## config.mk

```make
export PLATFORM = sky130hd
export DESIGN_NAME = mma_word_tx
export DESIGN_NICKNAME = d
export VERILOG_FILES = /design/src/hdl/mma_pkg.sv /design/src/hdl/mma_word_tx.sv
export VERILOG_INCLUDE_DIRS = /design/src /design/src/hdl
export SDC_FILE = /design/constraint.sdc
export NUM_CORES = 1
export LEC_CHECK = 0
export ABC_AREA = 1
export BUFFER_PORTS_ARGS = -buffer_cell sky130_fd_sc_hd__buf_2
export CAP_MARGIN = 10
export CORE_ASPECT_RATIO = 2
export CORE_MARGIN = 1
export CORE_UTILIZATION = 50
export CTS_CLUSTER_SIZE = 12
export DETAILED_ROUTE_END_ITERATION = 16
export GPL_TIMING_DRIVEN = 0
export PLACE_DENSITY = 0.82
export SLEW_MARGIN = 10
export SYNTH_ARGS = -nofsm -noshare
export SYNTH_HDL_FRONTEND = slang
export SYNTH_SLANG_ARGS = --single-unit
```

## constraint.sdc

```tcl
create_clock -name CLK100MHZ -period 3.4 [get_ports CLK100MHZ]
set_clock_uncertainty 0.2 [all_clocks]
set_input_delay 0.51 -clock CLK100MHZ [delete_from_list [all_inputs] [get_ports CLK100MHZ]]
set_output_delay 0.51 -clock CLK100MHZ [all_outputs]
set_load 0.05 [all_outputs]
```

## src/hdl/mma_consts.svh

```systemverilog
/*
 * Sizes, protocol byte values and the receive timeout of the matrix-multiply
 * accelerator. Included by the package and by every RTL file that needs them.
 */
`ifndef MMA_CONSTS_SVH
`define MMA_CONSTS_SVH

// Matrix geometry
`define MMA_MAX_DIM 8       // Largest side of a matrix
`define MMA_DEPTH 64        // Elements per store
`define MMA_ADDR_W 6        // Store address width
`define MMA_DIM_W 4         // Dimension register width

// Idle cycles allowed between bytes of a word
`define MMA_RX_TIMEOUT 1000

// Command bytes, host to accelerator
`define MMA_CMD_RX_A 8'h01
`define MMA_CMD_RX_B 8'h02
`define MMA_CMD_MULTIPLY 8'h03
`define MMA_CMD_TX_R 8'h04

// Reply bytes, accelerator to host
`define MMA_REPLY_DONE 8'h05
`define MMA_REPLY_ACK 8'h06
`define MMA_REPLY_ERR 8'hAA

`endif

```

## src/hdl/mma_pkg.sv

```systemverilog
/*
 * Shared types of the accelerator: operands, results, protocol words,
 * dimensions, store addresses and decoded commands.
 */
`include "mma_consts.svh"

package mma_pkg;

    typedef logic signed [15:0] elem_t;             // Low half of a received word
    typedef logic signed [31:0] acc_t;              // Wrapped sum of products
    typedef logic [31:0] word_t;                    // Big-endian protocol word
    typedef logic [`MMA_DIM_W-1:0] dim_t;           // One matrix side
    typedef logic [`MMA_ADDR_W-1:0] addr_t;         // Row-major element index

    // Decoded command, none when idle
    typedef enum logic [2:0] {
        CMD_NONE,
        CMD_RX_A,
        CMD_RX_B,
        CMD_MULTIPLY,
        CMD_TX_R
    } cmd_e;

endpackage

```

## src/hdl/mma_word_tx.sv

```systemverilog
/*
 * Transmit stage. Takes a status byte or a word from the controller and
 * sends it MSB first, one strobe per free cycle of the busy level.
 */
`timescale 1ns/1ps

module mma_word_tx import mma_pkg::*; (
    input  logic       CLK100MHZ,
    input  logic       reset_i,
    input  logic [7:0] status_i,
    input  logic       status_valid_i,
    input  word_t      word_i,
    input  logic       word_valid_i,
    input  logic       tx_busy_i,
    output logic [7:0] tx_data_o,
    output logic       tx_valid_o,
    output logic       tx_idle_o
);

    word_t      shift_q;                            // Next byte on top
    logic [2:0] left_q;                             // Bytes still to send
    logic       sent_q;                             // Strobe last cycle

    assign tx_idle_o  = (left_q == 3'd0);
    // Gap after each strobe lets the sink raise busy in time
    assign tx_valid_o = !tx_idle_o && !tx_busy_i && !sent_q;
    assign tx_data_o  = shift_q[31:24];

    always_ff @(posedge CLK100MHZ) begin
        if (reset_i) begin
            left_q <= '0;
            sent_q <= 1'b0;
        end else begin
            sent_q <= tx_valid_o;
            if (tx_idle_o) begin
                if (word_valid_i) begin
                    shift_q <= word_i;
                    left_q  <= 3'd4;
                end else if (status_valid_i) begin
                    shift_q <= {status_i, 24'h0};   // Single byte on top
                    left_q  <= 3'd1;
                end
            end else if (tx_valid_o) begin
                shift_q <= {shift_q[23:0], 8'h00};
                left_q  <= left_q - 1'b1;
            end
        end
    end

endmodule

```

==> metrics.cfg <==
[setup_path]
slowest_stage=dfxtp_1
max_stage_delay_ps=360
cp_cell_sequence=nor2_4 -> nand2_8 -> clkbuf_8 -> inv_1 -> buf_2
required_ps=2690
critical_path_class=flop to output port
critical-path-top-delay-family=buffers and inverters
arrival_ps=1470
cp.buffers_inverters=3
crit_path_end_kind=output port
crit_fanout=10
cp-start-kind=flop

[clock_network]
htree_levels=2
clkTransAtPathRegs_ps=70
cts_tree=yes
cts_setup_buffers=0
clockBufferDepth=2
cts-root-buf=clkbuf_8
numClockSinks=36
cts_inserted_buffers=5
hold_buffers=0
clk_latency_ps=280
cts_resized=0

[place]
dp_hpwl_um=2150
dp_cells=230
pre_cts_ws_ps=1340
port_buffers=54
routabilityCongestion=0.691
placed_area_um2=2030

[finish]
instances_no_fill=238
multi_input_area_um2=479
ff_latch_area_um2=1040
finalNetCount=251
syn2layout_area_growth_pct=27.1
drive_gt1_share_pct=41.5
stdcell_area_um2=2140
antenna_cells=0
num-fill-cells=260

[power_and_ir_drop]
peakVddDrop_mv=0.678
p_total_uw=1850
p_int_uw=1200
p_switching_uw=647
seqPwrFrac_pct=39.1
combPwrFrac_pct=41.3
cellLeakagePower_uw=0.000991
switching_share_pct=35.0
clkPwrFrac_pct=19.6
powerDensity_nw_per_um2=866

[die]
die_area_um2=3610
core-area_um2=3190
die_y_um=84.0
start_util_pct=52.6
die_w_um=43.0
io_pins=55
rows=29

[synth]
ys_seq_area_share_pct=62.0
ys_seq_elements=36
synth_fp_nets=189
ys_types=19
yosys.area.top_type=edfxtp_1
syn_area_um2=1680
synth_area_leaders=edfxtp_1, nand2_1, a22o_1
postSynthAreaPerCell_um2=11.7
yosysTopAreaCellShare_pct=57.2
synth_cells=144
synth-warning-count=0

[global_route]
met1_usage_pct=14.3
grt_pass1_wl_um=4690
grt_pass1_vias=1195
top_usage_layer=met2
antenna_found_initial=0
grt.met2_usage_pct=33.9
grt-ovfl-total=0
grt_start_max_net_pins=27
grt_usage_pct=17.6
grt_use_met3_pct=5.84

[timing]
final-hold-violation-count=0
worst_pin_slew_ps=342
fin_ws_ps=1220
clock.fmax_mhz=459
min_period_over_period_pct=64.0
whs_ps=269
setup-violations-final=0
slew_headroom_pct=77.2
period_needed_ps=2180
rsz0062_at_grt=no
maxSlewViolCount=0

[routing]
vias_per_cell=5.09
wirelength_um=2830
drcViolationCount=0
vias=1212
drt-initial-drc-count=17
routedWlPerCell_um=11.9
drtPass1Iterations=4
ant_nets=0

[min_path]
hold_class=input port to flop

[status]
status=complete, no violations

[run]
drv_cap=0

-- state kept, by name, indices dropped and copies added, names as in the netlist --
register / cells
sent_q: 1
shift_q: 32
left_q: 3
-- kinds of logic (layout without fill, tap and decap cells) --
family	count (synthesis)	after routing	synth area share [%]
AND/OR/NAND/NOR	60	60	17.0
flip-flops	36	36	62.0
buffers and inverters	27	90	10.2
AO/OA/AOI/OAI	21	21	10.9
-- area by class of cell --
type | count | area share, %
clock inverters | 2 | 1.64
clock buffers | 6 | 3.40
multi-input cells | 81 | 22.4
inverters | 15 | 2.64
plain buffers | 12 | 5.39
repair buffers | 55 | 13.9
well taps | 31 | 1.82
flip-flops and latches | 36 | 48.7
-- worst paths after layout --
kind | startpoint | to | slack, ps | cells after the start
max reg2reg | left_q[0] | shift_q[9] | 1490 | 4
max | left_q[0] | tx_idle_o | 1220 | 5
min | reset_i | left_q[2] | 270 | 2
min reg2reg | shift_q[18] | shift_q[26] | 330 | 2
-- per-layer routing --
layer | vias up | routed length, µm
li1 | 612 | -
met1 | 534 | 905
met4 | 0 | 74
met5 | - | 0
met3 | 11 | 220
met2 | 55 | 1630
-- cells in the mapped netlist --
cell / n
nand2_1: 33
edfxtp_1: 32
inv_1: 15
nand3_1: 12
a22o_1: 10
nor2_1: 10
buf_4: 8
a22o_2: 5
a21oi_1: 4
dfxtp_1: 4
buf_8: 2
nor2_2: 2
a22o_4: 1
buf_6: 1
clkbuf_8: 1
nand2_8: 1
nor2_4: 1
nor2_8: 1
o21bai_1: 1
-- power by group through the flow --
stage / clock network, µW / registers, µW / logic [µW]
after detailed placement: 0 / 734 / 774
after global routing: 387 / 735 / 829
after floorplan: 0 / 726 / 603
after CTS: 370 / 724 / 775
final: 362 / 724 / 764
after global placement: 0 / 735 / 724
-- cell usage in the layout (no fill, tap or decap), drive strengths merged --
cell type,instances
a21oi,4
a22o,16
buf,66
bufinv,1
clkbuf,7
clkinv,1
dfxtp,4
edfxtp,32
inv,15
nand2,34
nand3,12
nor2,14
o21bai,1
-- through the flow --
stage	utilization [%]	setup TNS (ps)
floorplan	-	0
global placement	62.3	-13380
detailed placement	63.5	0
CTS	66.9	0
global route	66.9	0
finish	66.9	0
Power figures use the tool's default switching activity.
