$ cat src/hdl/mma_consts.svh
/*
 * Sizes, protocol byte values and the receive timeout of the matrix-multiply
 * accelerator. Included by the package and by every RTL file that needs them.
 */
`ifndef MMA_CONSTS_SVH
`define MMA_CONSTS_SVH

// Matrix geometry
`define MMA_MAX_DIM 8       // Largest side of a matrix
`define MMA_DEPTH 64        // Elements per store
`define MMA_ADDR_W 6        // Store address width
`define MMA_DIM_W 4         // Dimension register width

// Idle cycles allowed between bytes of a word
`define MMA_RX_TIMEOUT 1000

// Command bytes, host to accelerator
`define MMA_CMD_RX_A 8'h01
`define MMA_CMD_RX_B 8'h02
`define MMA_CMD_MULTIPLY 8'h03
`define MMA_CMD_TX_R 8'h04

// Reply bytes, accelerator to host
`define MMA_REPLY_DONE 8'h05
`define MMA_REPLY_ACK 8'h06
`define MMA_REPLY_ERR 8'hAA

`endif

$ cat src/hdl/mma_pkg.sv
/*
 * Shared types of the accelerator: operands, results, protocol words,
 * dimensions, store addresses and decoded commands.
 */
`include "mma_consts.svh"

package mma_pkg;

    typedef logic signed [15:0] elem_t;             // Low half of a received word
    typedef logic signed [31:0] acc_t;              // Wrapped sum of products
    typedef logic [31:0] word_t;                    // Big-endian protocol word
    typedef logic [`MMA_DIM_W-1:0] dim_t;           // One matrix side
    typedef logic [`MMA_ADDR_W-1:0] addr_t;         // Row-major element index

    // Decoded command, none when idle
    typedef enum logic [2:0] {
        CMD_NONE,
        CMD_RX_A,
        CMD_RX_B,
        CMD_MULTIPLY,
        CMD_TX_R
    } cmd_e;

endpackage

$ cat src/hdl/mma_matrix_ram.sv
/*
 * Single-port matrix store with synchronous write and registered read.
 * One instance per matrix, payload type chosen by the parameter.
 */
`timescale 1ns/1ps
`include "mma_consts.svh"

module mma_matrix_ram import mma_pkg::*; #(
    parameter type payload_t = elem_t
) (
    input  logic     CLK100MHZ,
    input  logic     we_i,
    input  addr_t    addr_i,
    input  payload_t wdata_i,
    output payload_t rdata_o
);

    payload_t mem [`MMA_DEPTH];                     // Row-major elements

    always_ff @(posedge CLK100MHZ) begin
        if (we_i) begin
            mem[addr_i] <= wdata_i;
        end
        rdata_o <= mem[addr_i];                     // Old data on a write cycle
    end

endmodule

$ cat config.mk
export PLATFORM = sky130hd
export DESIGN_NAME = mma_matrix_ram
export DESIGN_NICKNAME = d
export VERILOG_FILES = /design/src/hdl/mma_pkg.sv /design/src/hdl/mma_matrix_ram.sv
export VERILOG_INCLUDE_DIRS = /design/src /design/src/hdl
export SDC_FILE = /design/constraint.sdc
export NUM_CORES = 1
export LEC_CHECK = 0
export BUFFER_PORTS_ARGS = -buffer_cell sky130_fd_sc_hd__buf_2
export CAP_MARGIN = 20
export CORE_ASPECT_RATIO = 2
export CORE_MARGIN = 5
export CORE_UTILIZATION = 48
export CTS_CLUSTER_DIAMETER = 120
export CTS_CLUSTER_SIZE = 16
export DETAILED_ROUTE_END_ITERATION = 8
export GPL_ROUTABILITY_DRIVEN = 0
export PLACE_DENSITY_LB_ADDON = 0.25
export SYNTH_ARGS = -nofsm -noshare
export SYNTH_HDL_FRONTEND = slang
export SYNTH_SLANG_ARGS = --single-unit
$ cat constraint.sdc
create_clock -name CLK100MHZ -period 2.6 [get_ports CLK100MHZ]
set_input_delay 0.26 -clock CLK100MHZ [delete_from_list [all_inputs] [get_ports CLK100MHZ]]
set_output_delay 0.26 -clock CLK100MHZ [all_outputs]
set_load 0.1 [all_outputs]
==> results.txt <==
----------------------------------------------------
[Placement]
  Number of buffers inserted by port buffering ... 39
  Post-DP Area ... 43300 µm²
  Placed cell count ... 3486
  HPWL after detailed placement ... 78530 µm

[Power and ir drop]
  Comb power frac ... 7.7%
  Highest ir drop seen on vdd ... 0.4465 mV
  Reported net switching power ... 7.168 mW
  Sequential group share of total power ... 58.0%
  Power per unit of standard cell area ... 705.9 nW/µm²
  Switching share of power ... 22.33%
  Part of the total power dissipated in the clock network ... 34.3%
  Pleak ... 14.83 nW
  P_int ... 24.93 mW
  Overall Power ... 32.10 mW

[STA]
  Transition time of the tightest slew-check pin ... 1030 ps
  Unrepaired setup endpoints after global routing ... false
  Count of pins over their slew limit ... 0
  Final Hold Vio Count ... 0
  Final setup viols ... 0
  Sum Neg Setup Slack ... 0 ps
  Tightest slew margin relative to the limit ... 31.16%
  Period utilization ... 94.04%
  Final worst clock skew ... 25.22 ps
  Min Clock Period, post-route ... 2445 ps
  Maximum clock frequency ... 409.0 MHz

[Clock network]
  TritonCTS sink count ... 1040
  Clock transition time at the flip-flop clock pins of the worst setup and hold paths ... 70 ps
  Clk_lat worst skew ... 660 ps
  Maximum level of the CTS H-tree ... 3
  Clock buffer count from CTS ... 74
  TritonCTS clock tree ... yes
  Number of buffers inserted by hold repair at cts ... 0
  Maximum number of buffers from clock root to sink ... 3
  Cts repair resizes ... 0
  Number of buffers inserted to repair setup after CTS ... 0
  Root Buffer ... clkbuf_16

[Logic synthesis]
  Cell taking the most area after synthesis ... edfxtp_1
  Most used standard cell by instance count after synthesis ... edfxtp_1
  Fraction of the yosys area taken by sequential cells ... 78.70%
  Share of Yosys cell area claimed by the top area cell type ... 77.89%
  Count of distinct cell types in the synthesized netlist ... 55
  Post-synthesis cell area ... 39480 µm²
  Syn Inst Count ... 2264
  Primary FF master, synth ... edfxtp_1
  Async set-or-reset flop fraction in the synthesized netlist ... 0%
  Average cell area after synthesis ... 17.44 µm²
  Net count of the mapped netlist ... 2288
  Post-synth top cells ... edfxtp_1, a22oi_1, nor2_1, mux2i_1, a221oi_1
  Flip-flop and latch count after synthesis ... 1040
  Main area contributors after synthesis ... edfxtp_1, mux2i_1, a22oi_1, a221oi_1, nor2_1
  Number of enable-type register cells in the synthesized netlist ... 1024
  Yosys warnings ... 0

[Worst setup path]
  Startpoint class of the critical path ... flip-flop
  Crit. End Element ... flip-flop
  Classification of the worst setup path ... reg2reg
  Startpoint of the most critical setup path ... mem[26][10]
  Max FO, Critical Path ... 1
  Worst Path Arrival ... 2960 ps
  Required time at the worst-slack endpoint ... 3120 ps
  Source of the worst register-to-register timing path ... mem[26][10]

[Layout]
  Number of non-filler instances in the completed layout ... 3597
  Cell area after layout ... 45470 µm²
  Layout overhead on the synthesized area ... 15.16%
  Final core area utilization ... 55.80%
  Share of post-route cells with drive strength above 1 ... 17.91%
  Nets ... 2537

[Route]
  Number of optimization iterations in the first detailed-route pass ... 5
  Via density per instance ... 6.374
  Post-detailed-routing wire length ... 114700 µm
  DRC viols ... 0
  Post-detailed-route wirelength per cell ... 31.88 µm
  DR vias ... 22.93k
  ANT nets after route ... 0
  Detailed router's first-iteration violation count ... 2639

[Floorplanning]
  Number of rows in the core area ... 148
  Initial standard-cell utilization of the core ... 48.46%
  Area of the die ... 88430 µm²
  Core area ... 81480 µm²
  Ports ... 40
  Die height ... 415.6 µm
  Horizontal die dimension ... 212.8 µm

[Run]
  Max-cap violations ... 0

[Min path]
  Class of the worst hold path ... in2reg
  Origin of the worst min-delay path ... wdata_i[4]

[GRT]
  Global-route usage over all layers ... 25.74%
  First-pass GRT wire length ... 163600 µm
  Initial antenna violation count ... 3
  Pin count of the biggest net entering global routing ... 65
  Vias in the first global route ... 23.17k
  Overflow after GRT ... 0

[Run status]
  Status ... finished, final reports clean

----------------------------------------------------
[metrics by stage]
stage / hold slack (ps) / setup WS (ps)
after floorplan: 358.9 / -25.24
after global placement: 698.0 / -451.7
after detailed placement: 700.8 / -446.5
after CTS: 6.168 / 141.3
after global routing: 15.07 / 118.1
final: 46.45 / 155.1
[final timing paths]
check                                    to  slack [ps]  cells past startpoint
worst max-delay path            rdata_o[10]         160                      6
worst min-delay path             mem[27][4]          50                      1
worst max register to register  rdata_o[10]         160                      6
worst min register to register   rdata_o[8]         740                      3
[metal layers]
| metal | GRT usage (%) | part of all wire, % |
|---|---|---|
| met5 | 0 | 0 |
| met4 | 14.45 | 6.8 |
| met3 | 3.698 | 6.6 |
| met2 | 46.01 | 53 |
| met1 | 29.23 | 33 |
[placed cells by master, fill, tap and decap left out, types with 40 or more instances in the layout]
cell	count
a21oi_1	74
edfxtp_1	1024
a221oi_1	106
nand2_1	40
buf_4	229
clkbuf_16	81
nor2_1	156
mux2i_1	154
a22oi_1	196
buf_12	67
o22ai_1	58
[power groups by stage]
stage / clock network (mW) / logic [mW] / registers [mW]
floorplan: 0 / 0.921 / 19.2
global placement: 0 / 2.42 / 19.0
detailed placement: 0 / 2.44 / 19.0
CTS: 11.2 / 2.45 / 18.6
global route: 11.8 / 2.55 / 18.6
finish: 11.0 / 2.47 / 18.6
[layout make-up]
cell class,instances,area [µm²]
antenna,1,2.502
clock buffer,109,2132
fill,6251,36010
inverter,2,7.507
multi-input combinational,1060,7646
sequential,1040,31070
tap,1050,1314
timing repair buffer,335,3294
[registers in the layout, indices dropped and copies added, names as in the netlist]
| register | cells |
|---|---|
| mem | 1024 |
| rdata_o | 16 |
[kinds of logic (layout without fill, tap and decap cells)]
kind of cell	after synthesis	count (layout)	synth area share [%]
other cells	0	1	0
mux	178	178	4.760
simple gates	265	265	2.931
compound gates	617	617	11.53
buf+inv	164	446	2.079
flops	1040	1040	78.70
[worst max-delay path: stages, from the launching register on]
cell and delay [ps]:
edfxtp_1 370, mux2i_1 160, a211oi_1 100, a311oi_1 730, o221ai_1 330, buf_4 220, or4_1 400
(Power assumes the default switching activity.)
