`src/hdl/mma_consts.svh`:
```
/*
 * Sizes, protocol byte values and the receive timeout of the matrix-multiply
 * accelerator. Included by the package and by every RTL file that needs them.
 */
`ifndef MMA_CONSTS_SVH
`define MMA_CONSTS_SVH

// Matrix geometry
`define MMA_MAX_DIM 8       // Largest side of a matrix
`define MMA_DEPTH 64        // Elements per store
`define MMA_ADDR_W 6        // Store address width
`define MMA_DIM_W 4         // Dimension register width

// Idle cycles allowed between bytes of a word
`define MMA_RX_TIMEOUT 1000

// Command bytes, host to accelerator
`define MMA_CMD_RX_A 8'h01
`define MMA_CMD_RX_B 8'h02
`define MMA_CMD_MULTIPLY 8'h03
`define MMA_CMD_TX_R 8'h04

// Reply bytes, accelerator to host
`define MMA_REPLY_DONE 8'h05
`define MMA_REPLY_ACK 8'h06
`define MMA_REPLY_ERR 8'hAA

`endif

```
`src/hdl/mma_pkg.sv`:
```
/*
 * Shared types of the accelerator: operands, results, protocol words,
 * dimensions, store addresses and decoded commands.
 */
`include "mma_consts.svh"

package mma_pkg;

    typedef logic signed [15:0] elem_t;             // Low half of a received word
    typedef logic signed [31:0] acc_t;              // Wrapped sum of products
    typedef logic [31:0] word_t;                    // Big-endian protocol word
    typedef logic [`MMA_DIM_W-1:0] dim_t;           // One matrix side
    typedef logic [`MMA_ADDR_W-1:0] addr_t;         // Row-major element index

    // Decoded command, none when idle
    typedef enum logic [2:0] {
        CMD_NONE,
        CMD_RX_A,
        CMD_RX_B,
        CMD_MULTIPLY,
        CMD_TX_R
    } cmd_e;

endpackage

```
`src/hdl/mma_word_rx.sv`:
```
/*
 * Receive stage. Bytes are decoded as commands while no word is expected,
 * otherwise shifted into big-endian words. A stalled word raises a timeout.
 */
`timescale 1ns/1ps
`include "mma_consts.svh"

module mma_word_rx import mma_pkg::*; (
    input  logic       CLK100MHZ,
    input  logic       reset_i,
    input  logic [7:0] rx_data_i,
    input  logic       rx_valid_i,
    input  logic       expect_word_i,
    output cmd_e       cmd_o,
    output logic       cmd_valid_o,
    output word_t      word_o,
    output logic       word_valid_o,
    output logic       rx_timeout_o
);

    localparam int IDLE_W = $clog2(`MMA_RX_TIMEOUT);

    word_t             shift_q;                     // Bytes in, MSB first
    logic [1:0]        byte_cnt_q;                  // Bytes of current word
    logic [IDLE_W-1:0] idle_q;                      // Cycles since last byte

    assign word_o = shift_q;                        // Complete when word_valid_o pulses

    always_ff @(posedge CLK100MHZ) begin
        if (reset_i) begin
            cmd_o        <= CMD_NONE;
            cmd_valid_o  <= 1'b0;
            word_valid_o <= 1'b0;
            rx_timeout_o <= 1'b0;
            byte_cnt_q   <= '0;
            idle_q       <= '0;
        end else begin
            cmd_valid_o  <= 1'b0;
            word_valid_o <= 1'b0;
            rx_timeout_o <= 1'b0;
            if (!expect_word_i) begin
                byte_cnt_q <= '0;                   // No partial word across commands
                idle_q     <= '0;
                if (rx_valid_i) begin
                    cmd_valid_o <= 1'b1;
                    case (rx_data_i)
                        `MMA_CMD_RX_A:     cmd_o <= CMD_RX_A;
                        `MMA_CMD_RX_B:     cmd_o <= CMD_RX_B;
                        `MMA_CMD_MULTIPLY: cmd_o <= CMD_MULTIPLY;
                        `MMA_CMD_TX_R:     cmd_o <= CMD_TX_R;
                        default:           cmd_valid_o <= 1'b0;   // Unknown byte dropped
                    endcase
                end
            end else if (rx_valid_i) begin
                shift_q    <= {shift_q[23:0], rx_data_i};
                byte_cnt_q <= byte_cnt_q + 1'b1;    // Wraps to 0 after 4th byte
                idle_q     <= '0;
                if (byte_cnt_q == 2'd3) begin
                    word_valid_o <= 1'b1;
                end
            end else if (idle_q == IDLE_W'(`MMA_RX_TIMEOUT - 1)) begin
                rx_timeout_o <= 1'b1;               // Single pulse, then count again
                byte_cnt_q   <= '0;
                idle_q       <= '0;
            end else begin
                idle_q <= idle_q + 1'b1;
            end
        end
    end

endmodule

```
`config.mk`:
```
export PLATFORM = sky130hd
export DESIGN_NAME = mma_word_rx
export DESIGN_NICKNAME = d
export VERILOG_FILES = /design/src/hdl/mma_pkg.sv /design/src/hdl/mma_word_rx.sv
export VERILOG_INCLUDE_DIRS = /design/src /design/src/hdl
export SDC_FILE = /design/constraint.sdc
export NUM_CORES = 1
export LEC_CHECK = 0
export BUFFER_PORTS_ARGS = -buffer_cell sky130_fd_sc_hd__buf_2
export CAP_MARGIN = 20
export CORE_MARGIN = 2
export CORE_UTILIZATION = 45
export CTS_CLUSTER_DIAMETER = 60
export DETAILED_ROUTE_END_ITERATION = 8
export PLACE_DENSITY = 0.82
export SLEW_MARGIN = 10
export SYNTH_ARGS = -nofsm -noshare
export SYNTH_HDL_FRONTEND = slang
export SYNTH_SLANG_ARGS = --single-unit
export TNS_END_PERCENT = 50
```
`constraint.sdc`:
```
create_clock -name CLK100MHZ -period 1.8 [get_ports CLK100MHZ]
set_input_delay 0.18 -clock CLK100MHZ [delete_from_list [all_inputs] [get_ports CLK100MHZ]]
set_output_delay 0.18 -clock CLK100MHZ [all_outputs]
set_load 0.005 [all_outputs]
```
==> impl_metrics.ini <==
[global_routing]
grt_pass1_vias = 1045
antenna_found_initial = 0
grt_use_total_pct = 15.5
grt-ovfl-total = 0
grt_max_degree = 34
grt_pass1_wl_um = 5000

[synthesis]
synthCells = 120
netlist_top_cells_area = edfxtp_1, dfxtp_1, nor2_1, a21oi_1, nand2_1
synth_ff_type = edfxtp_1
synth_edf_count = 32
netlist_area_um2 = 1760
synth_top_area_share_pct = 54.7
yosysSeqAreaShare_pct = 75.2
yosysMostFrequentCell = edfxtp_1
syn_avg_cell_area_um2 = 14.6
yosysTopAreaCell = edfxtp_1
syn_nets = 134
yosys_warnings = 0
synth-seq-cells = 50
synth_commonest_cells = edfxtp_1, dfxtp_1, nor2_1, nand2_1, a21oi_1
synthArstFlopShare_pct = 0
ys_types = 33

[layout]
regArea_um2 = 1320
finalInstanceArea_um2 = 2220
nFillCells = 284
multiInputGateArea_um2 = 412
post-route-util_pct = 59.7
area_delta_synth_final_pct = 26.4
layout-drive-gt1-share_pct = 35.0
final_nets = 190
antenna_cells = 0

[worst_setup_path]
path_cells = ha_1, and2_1, nand4bb_1, nand2b_1, mux2i_1
path_buf_inv = 0
critPathLaunchType = flop
cpMaxStageDelayCell = dfxtp_1
crit_path_end_kind = flop
required_ns = 1.98
cp_max_fo = 8
crit_family = simple AND/OR/NAND/NOR gates
slowest_delay_ns = 0.38
arrival_ns = 1.67
critPathKind = flop to flop

[cts]
clock_latency_ns = 0.30
cts-hold-fix-buffers = 0
clk_path_buf_depth = 2
cts_made_buffers = 5
cts_setup_buffers = 0
cts_sinks = 50
cts_resized = 0
cts_htree_levels = 2
clock_tree.root_cell = clkbuf_8
cts_tree = yes
clk_pin_slew_ns = 0.08

[timing]
maxSlewViolCount = 0
fin_setup_tns_ns = 0
hold_viol = 0
finalClockSkew_ns = 0.00179
setup_viol_count_final = 0
worst_slew_pin_slew_ns = 0.347
worst_slack_ns = 0.305
maxSlewHeadroom_pct = 76.7
fmax_mhz = 669
period_needed_ns = 1.50
timing.final.crit_share_pct = 83.1
rsz0062_at_grt = false

[detailed_routing]
wl_um = 3170
drtPass1Iterations = 4
ant_nets = 0
drt_iter0_drc = 61
via_per_inst = 4.95
wl_per_cell_um = 14.1
vias = 1114
drc_errors = 0

[worst_hold_path]
hold_path_class = input port to flop

[die]
die_h_um = 66.5
initial_core_util_pct = 47.3
core_um2 = 3720
rows = 22
die_w_um = 66.5
ios = 50
dieArea_um2 = 4420

[job]
maxCapViolCount = 0

[power]
peakVddDrop_mv = 0.630
static-leakage-power_nw = 0.838
power_mw = 2.25
power_density_nw_per_um2 = 1020

[outcome]
outcome = finished, final reports clean

[placement]
dp.final_hpwl_um = 2320
placed_cell_area_um2 = 2080
place.gp.congestion = 0.729
dpl_worst_slack_ns = 0.358
port_buffers = 49
-- layout by cell type, fill, tap and decap left out, drive strengths merged, types with 2 or more instances in the layout --
master,instances
nand2,8
nand3,2
nand4,3
a21oi,7
xnor2,3
xor2,3
buf,50
nor2,12
and2,2
bufinv,2
and3,2
nor3,2
ha,2
o21ai,4
clkbuf,6
edfxtp,32
inv,5
dfxtp,18
or3,2
-- flip-flops by register name, indices dropped and copies added, names as in the netlist --
register / flops
idle_q: 10
cmd_o: 3
word_valid_o: 1
rx_timeout_o: 1
cmd_valid_o: 1
word_o: 32
byte_cnt_q: 2
-- per-stage QoR --
step	cells	hold slack (ns)
5_1_grt	225	0.0711
2_1_floorplan	120	0.242
3_5_place_dp	217	0.385
6_report	225	0.0799
4_1_cts	225	0.0697
3_3_place_gp	217	0.383
-- worst paths after layout --
path,start,slack [ns],end,cells past startpoint
max,idle_q[0],0.30,byte_cnt_q[0],5
min reg2reg,word_o[15],0.45,word_o[23],0
min,rx_data_i[4],0.08,word_o[4],1
max reg2reg,idle_q[0],0.30,byte_cnt_q[0],5
-- routing by layer --
layer / part of all wire (%) / vias up / global-route usage (%) / routed length [um]
li1: - / 547 / - / -
met1: 39 / 520 / 18.0 / 1240
met2: 53 / 43 / 26.4 / 1680
met3: 6.6 / 4 / 4.39 / 210
met4: 1.3 / 0 / 7.40 / 42
met5: 0 / - / 0 / 0
-- worst reg2reg max path, stage by stage, from the launching register on --
cell       delay (ns)
dfxtp_1          0.38
ha_1             0.20
and2_1           0.26
nand4bb_1        0.16
nand2b_1         0.27
mux2i_1          0.12
-- cell type report --
| type | instances | area share, % |
|---|---|---|
| timing repair buffer | 50 | 12.0 |
| inverter | 5 | 0.846 |
| tap | 48 | 2.71 |
| clock inverter | 2 | 2.71 |
| multi-input combinational | 64 | 18.5 |
| clock buffer | 6 | 3.72 |
| sequential | 50 | 59.5 |
-- cells by family (layout without fill, tap and decap cells) --
| group | count (synthesis) | in the layout | synth area share (%) |
|---|---|---|---|
| adders and majority gates | 2 | 2 | 1.42 |
| xor gates and xnor gates | 6 | 6 | 2.99 |
| buffers and inverters | 6 | 63 | 1.35 |
| muxes | 1 | 1 | 0.570 |
| and+or+nand+nor | 40 | 40 | 13.2 |
| DFF | 50 | 50 | 75.2 |
| AOI/OAI and AO/OA | 15 | 15 | 5.27 |
-- power by group --
part	internal, mW	switching (mW)	leakage [nW]	total [mW]
Clock	0.592	0.345	0.0714	0.937
Combinational	0.0306	0.0427	0.328	0.0732
Sequential	1.24	0.00911	0.439	1.24
(Power assumes the default switching activity.)
