File: src/hdl/mma_consts.svh
/*
 * Sizes, protocol byte values and the receive timeout of the matrix-multiply
 * accelerator. Included by the package and by every RTL file that needs them.
 */
`ifndef MMA_CONSTS_SVH
`define MMA_CONSTS_SVH

// Matrix geometry
`define MMA_MAX_DIM 8       // Largest side of a matrix
`define MMA_DEPTH 64        // Elements per store
`define MMA_ADDR_W 6        // Store address width
`define MMA_DIM_W 4         // Dimension register width

// Idle cycles allowed between bytes of a word
`define MMA_RX_TIMEOUT 1000

// Command bytes, host to accelerator
`define MMA_CMD_RX_A 8'h01
`define MMA_CMD_RX_B 8'h02
`define MMA_CMD_MULTIPLY 8'h03
`define MMA_CMD_TX_R 8'h04

// Reply bytes, accelerator to host
`define MMA_REPLY_DONE 8'h05
`define MMA_REPLY_ACK 8'h06
`define MMA_REPLY_ERR 8'hAA

`endif

File: src/hdl/mma_pkg.sv
/*
 * Shared types of the accelerator: operands, results, protocol words,
 * dimensions, store addresses and decoded commands.
 */
`include "mma_consts.svh"

package mma_pkg;

    typedef logic signed [15:0] elem_t;             // Low half of a received word
    typedef logic signed [31:0] acc_t;              // Wrapped sum of products
    typedef logic [31:0] word_t;                    // Big-endian protocol word
    typedef logic [`MMA_DIM_W-1:0] dim_t;           // One matrix side
    typedef logic [`MMA_ADDR_W-1:0] addr_t;         // Row-major element index

    // Decoded command, none when idle
    typedef enum logic [2:0] {
        CMD_NONE,
        CMD_RX_A,
        CMD_RX_B,
        CMD_MULTIPLY,
        CMD_TX_R
    } cmd_e;

endpackage

File: src/hdl/mma_controller.sv
/*
 * Command controller. Runs matrix loads, checks dimensions, streams the
 * multiply through the A/B stores into R and reads R back for transmit.
 */
`timescale 1ns/1ps
`include "mma_consts.svh"

module mma_controller import mma_pkg::*; (
    input  logic       CLK100MHZ,
    input  logic       reset_i,
    input  cmd_e       cmd_i,
    input  logic       cmd_valid_i,
    input  word_t      word_i,
    input  logic       word_valid_i,
    input  logic       rx_timeout_i,
    input  logic       tx_idle_i,
    input  elem_t      a_rdata_i,
    input  elem_t      b_rdata_i,
    input  acc_t       r_rdata_i,
    output logic       expect_word_o,
    output logic       a_we_o,
    output logic       b_we_o,
    output logic       r_we_o,
    output addr_t      a_addr_o,
    output addr_t      b_addr_o,
    output addr_t      r_addr_o,
    output elem_t      a_wdata_o,
    output elem_t      b_wdata_o,
    output acc_t       r_wdata_o,
    output logic [7:0] status_o,
    output logic       status_valid_o,
    output word_t      tx_word_o,
    output logic       tx_word_valid_o
);

    typedef enum logic [3:0] {
        S_IDLE, S_LD_DIM0, S_LD_DIM1, S_LD_DATA, S_MUL_RUN,
        S_MUL_DRAIN, S_TX_DIM0, S_TX_DIM1, S_TX_DATA, S_REPLY
    } state_e;

    state_e state_q;
    dim_t   a_m;                                    // A rows
    dim_t   a_n;                                    // A columns
    dim_t   b_m;                                    // B rows
    dim_t   b_n;                                    // B columns
    dim_t   r_m;                                    // R rows, set by a good multiply
    dim_t   r_n;                                    // R columns
    dim_t   i_q;                                    // Row of A and R
    dim_t   j_q;                                    // Column of B and R
    dim_t   k_q;                                    // Inner index
    logic   ld_b_q;                                 // Load targets B
    addr_t  idx_q;                                  // Load, R write and R read index
    addr_t  ld_last;
    addr_t  r_last;
    addr_t  mul_a_addr;
    addr_t  mul_b_addr;
    logic   mac_v_q;                                // A/B read data valid
    logic   mac_first_q;                            // Product starts a new element
    logic   mac_last_q;                             // Product closes an element
    logic   wr_q;                                   // R write of acc_q
    acc_t   acc_q;
    logic   tx_ready;

    function automatic logic dim_ok(word_t w);
        return (w != 0) && (w <= `MMA_MAX_DIM);
    endfunction

    // Idle and no request still on its way in
    assign tx_ready = tx_idle_i && !status_valid_o && !tx_word_valid_o;
    assign expect_word_o = (state_q == S_LD_DIM0) || (state_q == S_LD_DIM1)
                        || (state_q == S_LD_DATA);

    assign ld_last    = ld_b_q ? b_m * b_n - 1 : a_m * a_n - 1;
    assign r_last     = r_m * r_n - 1;
    assign mul_a_addr = i_q * a_n + k_q;            // A[i][k]
    assign mul_b_addr = k_q * b_n + j_q;            // B[k][j]

    assign a_addr_o  = (state_q == S_MUL_RUN) ? mul_a_addr : idx_q;
    assign b_addr_o  = (state_q == S_MUL_RUN) ? mul_b_addr : idx_q;
    assign r_addr_o  = idx_q;
    assign a_we_o    = (state_q == S_LD_DATA) && word_valid_i && !ld_b_q;
    assign b_we_o    = (state_q == S_LD_DATA) && word_valid_i && ld_b_q;
    assign r_we_o    = wr_q;
    assign a_wdata_o = word_i[15:0];                // Signed low half
    assign b_wdata_o = word_i[15:0];
    assign r_wdata_o = acc_q;

    // MAC on the read data of the previous cycle's addresses
    always_ff @(posedge CLK100MHZ) begin
        if (mac_v_q) begin
            acc_q <= (mac_first_q ? acc_t'(0) : acc_q) + a_rdata_i * b_rdata_i;
        end
    end

    always_ff @(posedge CLK100MHZ) begin
        if (reset_i) begin
            state_q         <= S_IDLE;
            a_m             <= '0;
            a_n             <= '0;
            b_m             <= '0;
            b_n             <= '0;
            r_m             <= '0;
            r_n             <= '0;
            i_q             <= '0;
            j_q             <= '0;
            k_q             <= '0;
            ld_b_q          <= 1'b0;
            idx_q           <= '0;
            mac_v_q         <= 1'b0;
            wr_q            <= 1'b0;
            status_valid_o  <= 1'b0;
            tx_word_valid_o <= 1'b0;
        end else begin
            status_valid_o  <= 1'b0;
            tx_word_valid_o <= 1'b0;
            mac_v_q         <= (state_q == S_MUL_RUN);
            wr_q            <= mac_v_q && mac_last_q;
            if (wr_q) begin
                idx_q <= idx_q + 1'b1;              // Next R element
            end
            case (state_q)
                S_IDLE: if (cmd_valid_i) begin
                    case (cmd_i)
                        CMD_RX_A, CMD_RX_B: begin
                            ld_b_q  <= (cmd_i == CMD_RX_B);
                            state_q <= S_LD_DIM0;
                        end
                        CMD_MULTIPLY: begin
                            if (a_n != b_m || !dim_ok(a_m) || !dim_ok(a_n) || !dim_ok(b_n)) begin
                                status_o <= `MMA_REPLY_ERR;   // Incompatible or not loaded
                                state_q  <= S_REPLY;
                            end else begin
                                i_q     <= '0;
                                j_q     <= '0;
                                k_q     <= '0;
                                idx_q   <= '0;
                                state_q <= S_MUL_RUN;
                            end
                        end
                        CMD_TX_R: state_q <= S_TX_DIM0;
                        default: state_q <= S_IDLE;
                    endcase
                end
                S_LD_DIM0, S_LD_DIM1: begin
                    if (rx_timeout_i || (word_valid_i && !dim_ok(word_i))) begin
                        status_o <= `MMA_REPLY_ERR;
                        state_q  <= S_REPLY;
                    end else if (word_valid_i && state_q == S_LD_DIM0) begin
                        if (ld_b_q) b_m <= word_i[`MMA_DIM_W-1:0];
                        else        a_m <= word_i[`MMA_DIM_W-1:0];
                        state_q <= S_LD_DIM1;
                    end else if (word_valid_i) begin
                        if (ld_b_q) b_n <= word_i[`MMA_DIM_W-1:0];
                        else        a_n <= word_i[`MMA_DIM_W-1:0];
                        idx_q   <= '0;
                        state_q <= S_LD_DATA;
                    end
                end
                S_LD_DATA: begin
                    if (rx_timeout_i) begin
                        status_o <= `MMA_REPLY_ERR;
                        state_q  <= S_REPLY;
                    end else if (word_valid_i && idx_q == ld_last) begin
                        status_o <= `MMA_REPLY_ACK;   // Last element written now
                        state_q  <= S_REPLY;
                    end else if (word_valid_i) begin
                        idx_q <= idx_q + 1'b1;
                    end
                end
                S_MUL_RUN: begin                    // One A/B address pair per cycle
                    mac_first_q <= (k_q == '0);
                    mac_last_q  <= (k_q == a_n - 1'b1);
                    if (k_q != a_n - 1'b1) begin
                        k_q <= k_q + 1'b1;
                    end else begin
                        k_q <= '0;
                        if (j_q != b_n - 1'b1) begin
                            j_q <= j_q + 1'b1;
                        end else begin
                            j_q <= '0;
                            i_q <= i_q + 1'b1;
                            if (i_q == a_m - 1'b1) state_q <= S_MUL_DRAIN;
                        end
                    end
                end
                S_MUL_DRAIN: if (!mac_v_q && !wr_q) begin   // Last R write done
                    r_m      <= a_m;
                    r_n      <= b_n;
                    status_o <= `MMA_REPLY_DONE;
                    state_q  <= S_REPLY;
                end
                S_TX_DIM0: if (tx_ready) begin
                    tx_word_o       <= r_m;
                    tx_word_valid_o <= 1'b1;
                    state_q         <= S_TX_DIM1;
                end
                S_TX_DIM1: if (tx_ready) begin
                    tx_word_o       <= r_n;
                    tx_word_valid_o <= 1'b1;
                    idx_q           <= '0;          // R[0] read while dims go out
                    state_q         <= dim_ok(r_m) ? S_TX_DATA : S_IDLE;
                end
                S_TX_DATA: if (tx_ready) begin
                    tx_word_o       <= r_rdata_i;
                    tx_word_valid_o <= 1'b1;
                    idx_q           <= idx_q + 1'b1;
                    if (idx_q == r_last) state_q <= S_IDLE;
                end
                S_REPLY: if (tx_ready) begin
                    status_valid_o <= 1'b1;
                    state_q        <= S_IDLE;
                end
                default: state_q <= S_IDLE;
            endcase
        end
    end

endmodule

File: config.mk
export PLATFORM = sky130hd
export DESIGN_NAME = mma_controller
export DESIGN_NICKNAME = d
export VERILOG_FILES = /design/src/hdl/mma_pkg.sv /design/src/hdl/mma_controller.sv
export VERILOG_INCLUDE_DIRS = /design/src /design/src/hdl
export SDC_FILE = /design/constraint.sdc
export NUM_CORES = 1
export LEC_CHECK = 0
export BUFFER_PORTS_ARGS = -buffer_cell sky130_fd_sc_hd__buf_2
export CORE_ASPECT_RATIO = 1.4
export CORE_UTILIZATION = 30
export DETAILED_ROUTE_END_ITERATION = 8
export PLACE_DENSITY_LB_ADDON = 0.1
export SLEW_MARGIN = 40
export SYNTH_ARGS = -nofsm -noshare
export SYNTH_HDL_FRONTEND = slang
export SYNTH_SLANG_ARGS = --single-unit
File: constraint.sdc
create_clock -name CLK100MHZ -period 13.7 [get_ports CLK100MHZ]
set_input_delay 3.425 -clock CLK100MHZ [delete_from_list [all_inputs] [get_ports CLK100MHZ]]
set_output_delay 3.425 -clock CLK100MHZ [all_outputs]
set_load 0.005 [all_outputs]
==> results of run 1 <==
[Yosys cell counts, types with 16 or more instances]
library cell	n	share of area, %
sky130_fd_sc_hd__xor2_1	23	1.0
sky130_fd_sc_hd__clkbuf_1	64	1.2
sky130_fd_sc_hd__nor2b_1	44	1.4
sky130_fd_sc_hd__a21oi_1	59	1.5
sky130_fd_sc_hd__fa_1	319	33
sky130_fd_sc_hd__inv_1	424	8.1
sky130_fd_sc_hd__nor3_1	16	0.41
sky130_fd_sc_hd__ha_1	158	10
sky130_fd_sc_hd__mux2i_1	31	1.6
sky130_fd_sc_hd__nand2_1	252	4.8
sky130_fd_sc_hd__dfxtp_1	51	5.2
sky130_fd_sc_hd__buf_4	37	1.4
sky130_fd_sc_hd__nor2_1	102	1.9
sky130_fd_sc_hd__edfxtp_1	70	11
sky130_fd_sc_hd__a21o_1	20	0.76
sky130_fd_sc_hd__xnor2_1	96	4.3
sky130_fd_sc_hd__o21ai_0	33	0.84
sky130_fd_sc_hd__and2_1	170	5.4
[cell type report]
type                            instances  area [um^2]
Sequential cell                       121         3127
Timing Repair Buffer                  238         1211
Clock inverter                         12        108.9
Tap cell                              840         1051
Clock buffer                           20        467.9
Fill cell                            6763        42600
Inverter                              426         1599
Multi-Input combinational cell       1491        14380
[cells by family (layout without fill, tap and decap cells)]
logic type	Yosys count	count (layout)
compound gates	187	187
xor+xnor	119	119
mux	34	34
flops	121	121
fa+ha+maj	477	477
other cells	1	2
simple gates	672	672
buf+inv	537	696
[power by group through the flow]
stage          registers [mW]  logic [mW]  clock network (mW)
6_report                0.741        5.10               0.457
5_1_grt                 0.745        5.90               0.487
3_3_place_gp            0.750        5.15                   0
4_1_cts                 0.742        5.21               0.476
3_5_place_dp            0.750        5.12                   0
2_1_floorplan           0.722        3.96                   0
[critical path, stage by stage]
cell	delay (ps)
sky130_fd_sc_hd__buf_2	280
sky130_fd_sc_hd__and2_1	230
sky130_fd_sc_hd__inv_1	70
sky130_fd_sc_hd__fa_1	560
sky130_fd_sc_hd__inv_1	70
sky130_fd_sc_hd__fa_1	730
sky130_fd_sc_hd__inv_1	190
sky130_fd_sc_hd__fa_1	510
sky130_fd_sc_hd__inv_1	50
sky130_fd_sc_hd__fa_1	500
sky130_fd_sc_hd__fa_1	500
sky130_fd_sc_hd__inv_1	50
sky130_fd_sc_hd__fa_1	530
sky130_fd_sc_hd__inv_1	40
sky130_fd_sc_hd__ha_1	370
sky130_fd_sc_hd__o21a_1	140
sky130_fd_sc_hd__a2111oi_0	580
sky130_fd_sc_hd__nor3_1	130
sky130_fd_sc_hd__a221oi_1	350
sky130_fd_sc_hd__a21oi_1	130
sky130_fd_sc_hd__xor2_1	160
[stage by stage]
step	worst slack, ps	cell area (um^2)	cells
4_1_cts	4245	21940	3148
3_5_place_dp	3784	21360	3116
3_3_place_gp	3795	21360	3116
2_1_floorplan	4462	19650	2149
5_1_grt	3855	21950	3148
6_report	4288	21950	3148
[how the worst max path moves through the flow]
stage / to / slack, ps / depth (start not counted)
finish: r_wdata_o[30] / 4290 / 21
global route: r_wdata_o[30] / 3850 / 21
CTS: r_wdata_o[30] / 4250 / 21
detailed placement: r_wdata_o[30] / 3780 / 21
global placement: r_wdata_o[30] / 3800 / 20
floorplan: r_wdata_o[30] / 4460 / 19
[layer usage]
metal  GRT usage (%)  wire length, um  up-vias
met4           4.570              905        6
li1                -                -     6875
met5               0               32        -
met1           21.53            23400     7168
met2           32.92            30240      227
met3           1.697             1353       49
==> out/results.txt, run 1 <==
number of global-route vias before repair: 15850
fraction of the mapped netlist area in simple logic gates: 17.10%
global-route wire length before repair: 90680 um
final cycle utilization of the critical path: 68.70%
number of buffers inserted by post-CTS setup repair: 0
Remaining DRCs: 0
setup repair after global routing missed its margin: no
number of hold violations in the final report: 0
die area: 0.06651 mm^2
final setup violating endpoints: 0
count of clock tree sinks: 121
Die Span Y: 304.8 um
leading cell type in the layout, fill and taps excluded: sky130_fd_sc_hd__inv_1
Avg Vias per Cell: 4.551
width of the die: 218.3 um
sequential fraction of design power: 11.8%
mux share of post-synthesis cell area: 1.790%
required time at the worst-slack endpoint: 13880 ps
register-to-register setup slack: 7650 ps
port bufs: 230
worst min-delay path startpoint: mac_last_q
worst hold endpoint: r_we_o
total leakage power: 10.53 nW
Clock Root Buffer: sky130_fd_sc_hd__clkbuf_16
count of cells resized by post-cts repair: 0
post-layout min period: 9412 ps
wire length reported by the detailed router: 55940 um
FF-to-FF Start: mac_first_q
type of the worst setup path: in -> reg
total number of H-tree levels: 4
unique cell type count in the Yosys netlist: 72
Initial Utilization: 30.43%
Int Power: 3.177 mW
Net Sw Frac: 49.60%
most common flop cell mapped by yosys: sky130_fd_sc_hd__edfxtp_1
maximum capacitance violations: 0
crit-path max FO: 16
Placement Rows: 110
clk_lat worst skew: 440 ps
layout overhead on the synthesized area: 11.73%
fraction of synthesized cell area in xor and xnor cells: 5.306%
synth warn: 0
worst hold margin: 472.3 ps
worst vdd rail ir drop: 0.2151 mV
adder and majority gate portion of the synthesized area: 42.58%
clock buffers created by TritonCTS: 17
Mapped Cells: 2148
PnR Total Power: 6.303 mW
number of enable-type register cells in the synthesized netlist: 70
initial antenna violation count: 3
portion of total power attributed to combinational logic: 81.0%
sequential element share of the synthesized area: 15.90%
post-layout net count: 2877
routed vias: 14330
run status: complete, no violations
CP arrival: 9590 ps
final core area utilization: 34.00%
clock tree skew after final layout: 11.87 ps
cell area after synthesis: 0.01964 mm^2
combinational family with the most area after synthesis: adder cells
compound-gate portion of the synthesized area: 6.287%
CP endpoint kind: register
TritonRoute pass-1 iters: 5
top library cells by usage in the layout, fill and taps aside: sky130_fd_sc_hd__inv_1 (424), sky130_fd_sc_hd__fa_1 (318), sky130_fd_sc_hd__nand2_1 (252)
final HPWL from detailed placement: 47270 um
TritonCTS clock tree: built
share of layout cells above drive strength 1: 13.17%
Syn Area/Cell: 9.144 um^2
hold buffer count at cts: 0
max-slew headroom at the worst pin: 47.29%
hold path depth: 2
synthesized flop and latch total: 121
clock slew at reported path FFs: 60 ps
maximum number of pins on one net before global-route repair: 51
Core Box Area: 0.06455 mm^2
crit path launch type: primary input
Slew Limit Fails: 0
antenna diode count: 0
aggregate global-route resource usage: 17.74%
kind of path behind the tightest hold check: reg -> reg
power density of the placed cells: 287.2 mW/mm^2
number of cell instances on the worst register-to-register path: 18
slew at the pin closest to its max-slew limit: 783.9 ps
Routed Antenna Nets: 0
overflow left after global routing: 0
Switch Pwr: 3.126 mW
async set-reset flop share out of synthesis: 0%
Highest Clock Rate: 0.1063 GHz
setup_tns: 0 ps
launching instance or port of the critical path: a_rdata_i[15]
detailed-route wire length per cell: 17.77 um
Max clock buf depth: 2
Initial DRC Count: 592
RePlAce Congestion: 0.8161
io pins: 233
critical register-to-register path endpoint: r_wdata_o[30]
Clock power frac: 7.3%
(Power assumes the default switching activity.)
==> inputs of run 2 (changes only) <==
Clock period 13.7 ns to 7.8 ns, I/O delays scaled along.
==> out/results.txt, run 2 (synthesis gave the netlist of run 1 again) <==
number of non-filler instances in the completed layout: 3233 (was 3148)
count of clock tree sinks: 121 (unchanged)
aggregate global-route resource usage: 17.87% (was 17.74%)
worst vdd rail ir drop: 0.5132 mV (was 0.2151 mV)
clock tree skew after final layout: 10.60 ps (was 11.87 ps)
final setup violating endpoints: 0 (unchanged)
number of hold violations in the final report: 0 (unchanged)
FF-to-FF Start: mac_first_q (unchanged)
post-layout net count: 2962 (was 2877)
worst setup path end: r_wdata_o[28] (was r_wdata_o[30])
Core Box Area: 0.06455 mm^2 (unchanged)
antenna diode count: 0 (unchanged)
TritonRoute pass-1 iters: 5 (unchanged)
setup slack at placement: -124.6 ps (was 3784 ps)
cell with the largest stage delay on the worst path: sky130_fd_sc_hd__fa_1 (unchanged)
Routed Antenna Nets: 0 (unchanged)
Placement Rows: 110 (unchanged)
CP endpoint kind: register (unchanged)
maximum capacitance violations: 0 (unchanged)
RePlAce Congestion: 0.8480 (was 0.8161)
number of buffers inserted by post-CTS setup repair: 0 (unchanged)
clock buffers created by TritonCTS: 17 (unchanged)
number of cell instances on the worst register-to-register path: 19 (was 18)
post-placement cell count: 3201 (was 3116)
post-layout min period: 7350 ps
worst hold margin: 470.9 ps (was 472.3 ps)
run status: complete, no violations (unchanged)
width of the die: 218.3 um (unchanged)
Initial DRC Count: 465 (was 592)
slew at the pin closest to its max-slew limit: 713.2 ps (was 783.9 ps)
total number of H-tree levels: 4 (unchanged)
CP arrival: 7540 ps (was 9590 ps)
Critical Path Most Common Cell: sky130_fd_sc_hd__fa_1
global-route wire length before repair: 91610 um (was 90680 um)
worst setup margin: 450.2 ps (was 4288 ps)
Clock Root Buffer: sky130_fd_sc_hd__clkbuf_16 (unchanged)
routed vias: 14750 (was 14330)
Remaining DRCs: 0 (unchanged)
detailed-route wire length per cell: 17.48 um (was 17.77 um)
layout overhead on the synthesized area: 15.12% (was 11.73%)
port bufs: 230 (unchanged)
Avg Vias per Cell: 4.564 (was 4.551)
kind of path behind the tightest hold check: reg -> reg (unchanged)
Die Span Y: 304.8 um (unchanged)
Highest Clock Rate: 0.1361 GHz
CP max stage delay: 550 ps (was 730 ps)
setup repair after global routing missed its margin: no (unchanged)
final HPWL from detailed placement: 49160 um (was 47270 um)
Initial Utilization: 30.43% (unchanged)
setup_tns: 0 ps (unchanged)
maximum number of pins on one net before global-route repair: 51 (unchanged)
clk_lat worst skew: 440 ps (about the same)
total leakage power: 10.93 nW (was 10.53 nW)
Max clock buf depth: 2 (unchanged)
top library cells by usage in the layout, fill and taps aside: sky130_fd_sc_hd__inv_1 (424), sky130_fd_sc_hd__fa_1 (319), sky130_fd_sc_hd__nand2_1 (252) (was sky130_fd_sc_hd__inv_1 (424), sky130_fd_sc_hd__fa_1 (318), sky130_fd_sc_hd__nand2_1 (252))
chain of cells forming the critical path: buf_2 -> nand2_1 -> inv_1 -> buf_4 -> fa_1 -> inv_1 -> fa_1 -> fa_1 -> inv_1 -> fa_1 -> fa_1 -> inv_1 -> fa_1 -> inv_1 -> ha_1 -> a21o_1 -> a21oi_1 -> o21ai_0 -> a2111oi_0 -> buf_4 -> nor3_1 -> a221oi_2 -> nor2b_1 -> xnor2_1 (was buf_2 -> and2_1 -> inv_1 -> fa_1 -> inv_1 -> fa_1 -> inv_1 -> fa_1 -> inv_1 -> fa_1 -> fa_1 -> inv_1 -> fa_1 -> inv_1 -> ha_1 -> o21a_1 -> a2111oi_0 -> nor3_1 -> a221oi_1 -> a21oi_1 -> xor2_1)
number of global-route vias before repair: 16560 (was 15850)
crit-path max FO: 6 (was 16)
share of layout cells above drive strength 1: 16.17% (was 13.17%)
leading cell type in the layout, fill and taps excluded: sky130_fd_sc_hd__inv_1 (unchanged)
max-slew headroom at the worst pin: 52.35% (was 47.29%)
critical register-to-register path endpoint: r_wdata_o[28] (was r_wdata_o[30])
register-to-register setup slack: 1950 ps (was 7650 ps)
wire length reported by the detailed router: 56500 um (was 55940 um)
launching instance or port of the critical path: b_rdata_i[1] (was a_rdata_i[15])
TritonCTS clock tree: built (unchanged)
io pins: 233 (unchanged)
overflow left after global routing: 0 (unchanged)
required time at the worst-slack endpoint: 7990 ps (was 13880 ps)
clock slew at reported path FFs: 60 ps (about the same)
final cycle utilization of the critical path: 94.23%
initial antenna violation count: 2 (was 3)
die area: 0.06651 mm^2 (unchanged)
type of the worst setup path: in -> reg (unchanged)
Slew Limit Fails: 0 (unchanged)
final core area utilization: 35.03% (was 34.00%)
crit path launch type: primary input (unchanged)
power density of the placed cells: 530.8 mW/mm^2 (was 287.2 mW/mm^2)
[run 2: cell count changes in the layout (fill, tap and decap cells not counted), sizes merged]
| cell | delta |
|---|---|
| buf | +85 |
| inv | -9 |
| clkinvlp | +5 |
| clkinv | +4 |
| bufinv | +1 |
| clkbuf | -1 |
[run 2: worst max-delay path: cells and delay by family]
family	cells	cell delay, ps
AOI/OAI and AO/OA	5	1140
buffers and inverters	8	770
xor gates and xnor gates	1	80
and+or+nand+nor	3	360
adders and majority gates	7	3230
[run 2: per-layer routing]
metal,up-vias,GRT usage (%),wire length [um]
met5,-,0,24
met4,4,5.838,1636
met3,78,2.425,1795
met2,259,34.46,31420
met1,7370,19.64,21630
li1,7043,-,-
[run 2: area by class of cell]
| cell class | instances | area [um^2] |
|---|---|---|
| fillers | 6764 | 41940 |
| multi-input cells | 1491 | 14390 |
| flip-flops and latches | 121 | 3127 |
| repair buffers | 323 | 1887 |
| inverters | 426 | 1599 |
| well taps | 840 | 1051 |
| clock buffers | 19 | 432.9 |
| clock inverters | 13 | 130.1 |
[run 2: power by group]
part	internal, mW	total, mW	switching [mW]	leakage [nW]
sequential	1.22	1.30	0.0766	1.06
clock	0.466	0.794	0.328	0.262
combinational	4.60	9.91	5.31	9.61
total	6.29	12.0	5.71	10.9
[run 2: how the worst min path moves through the flow]
stage | slack, ps | from | cells past startpoint | end
after detailed placement | 450 | mac_last_q | 2 | r_we_o
after CTS | 480 | mac_last_q | 2 | r_we_o
after global placement | 460 | mac_last_q | 2 | r_we_o
after global routing | 530 | mac_last_q | 2 | r_we_o
after floorplan | 440 | mac_last_q | 2 | r_we_o
final | 470 | mac_last_q | 2 | r_we_o
[run 2: stage by stage]
| stage | power (mW) | area (um^2) |
|---|---|---|
| final | 12.00 | 22610 |
| after CTS | 12.23 | 22600 |
| after floorplan | 8.221 | 19650 |
| after detailed placement | 11.29 | 22040 |
| after global routing | 13.60 | 22610 |
| after global placement | 11.42 | 22030 |
[run 2: what timing repair did]
item,4_1_cts,5_1_grt
setup endpoints to repair,0,2
hold buffers,0,0
resized for setup,0,1
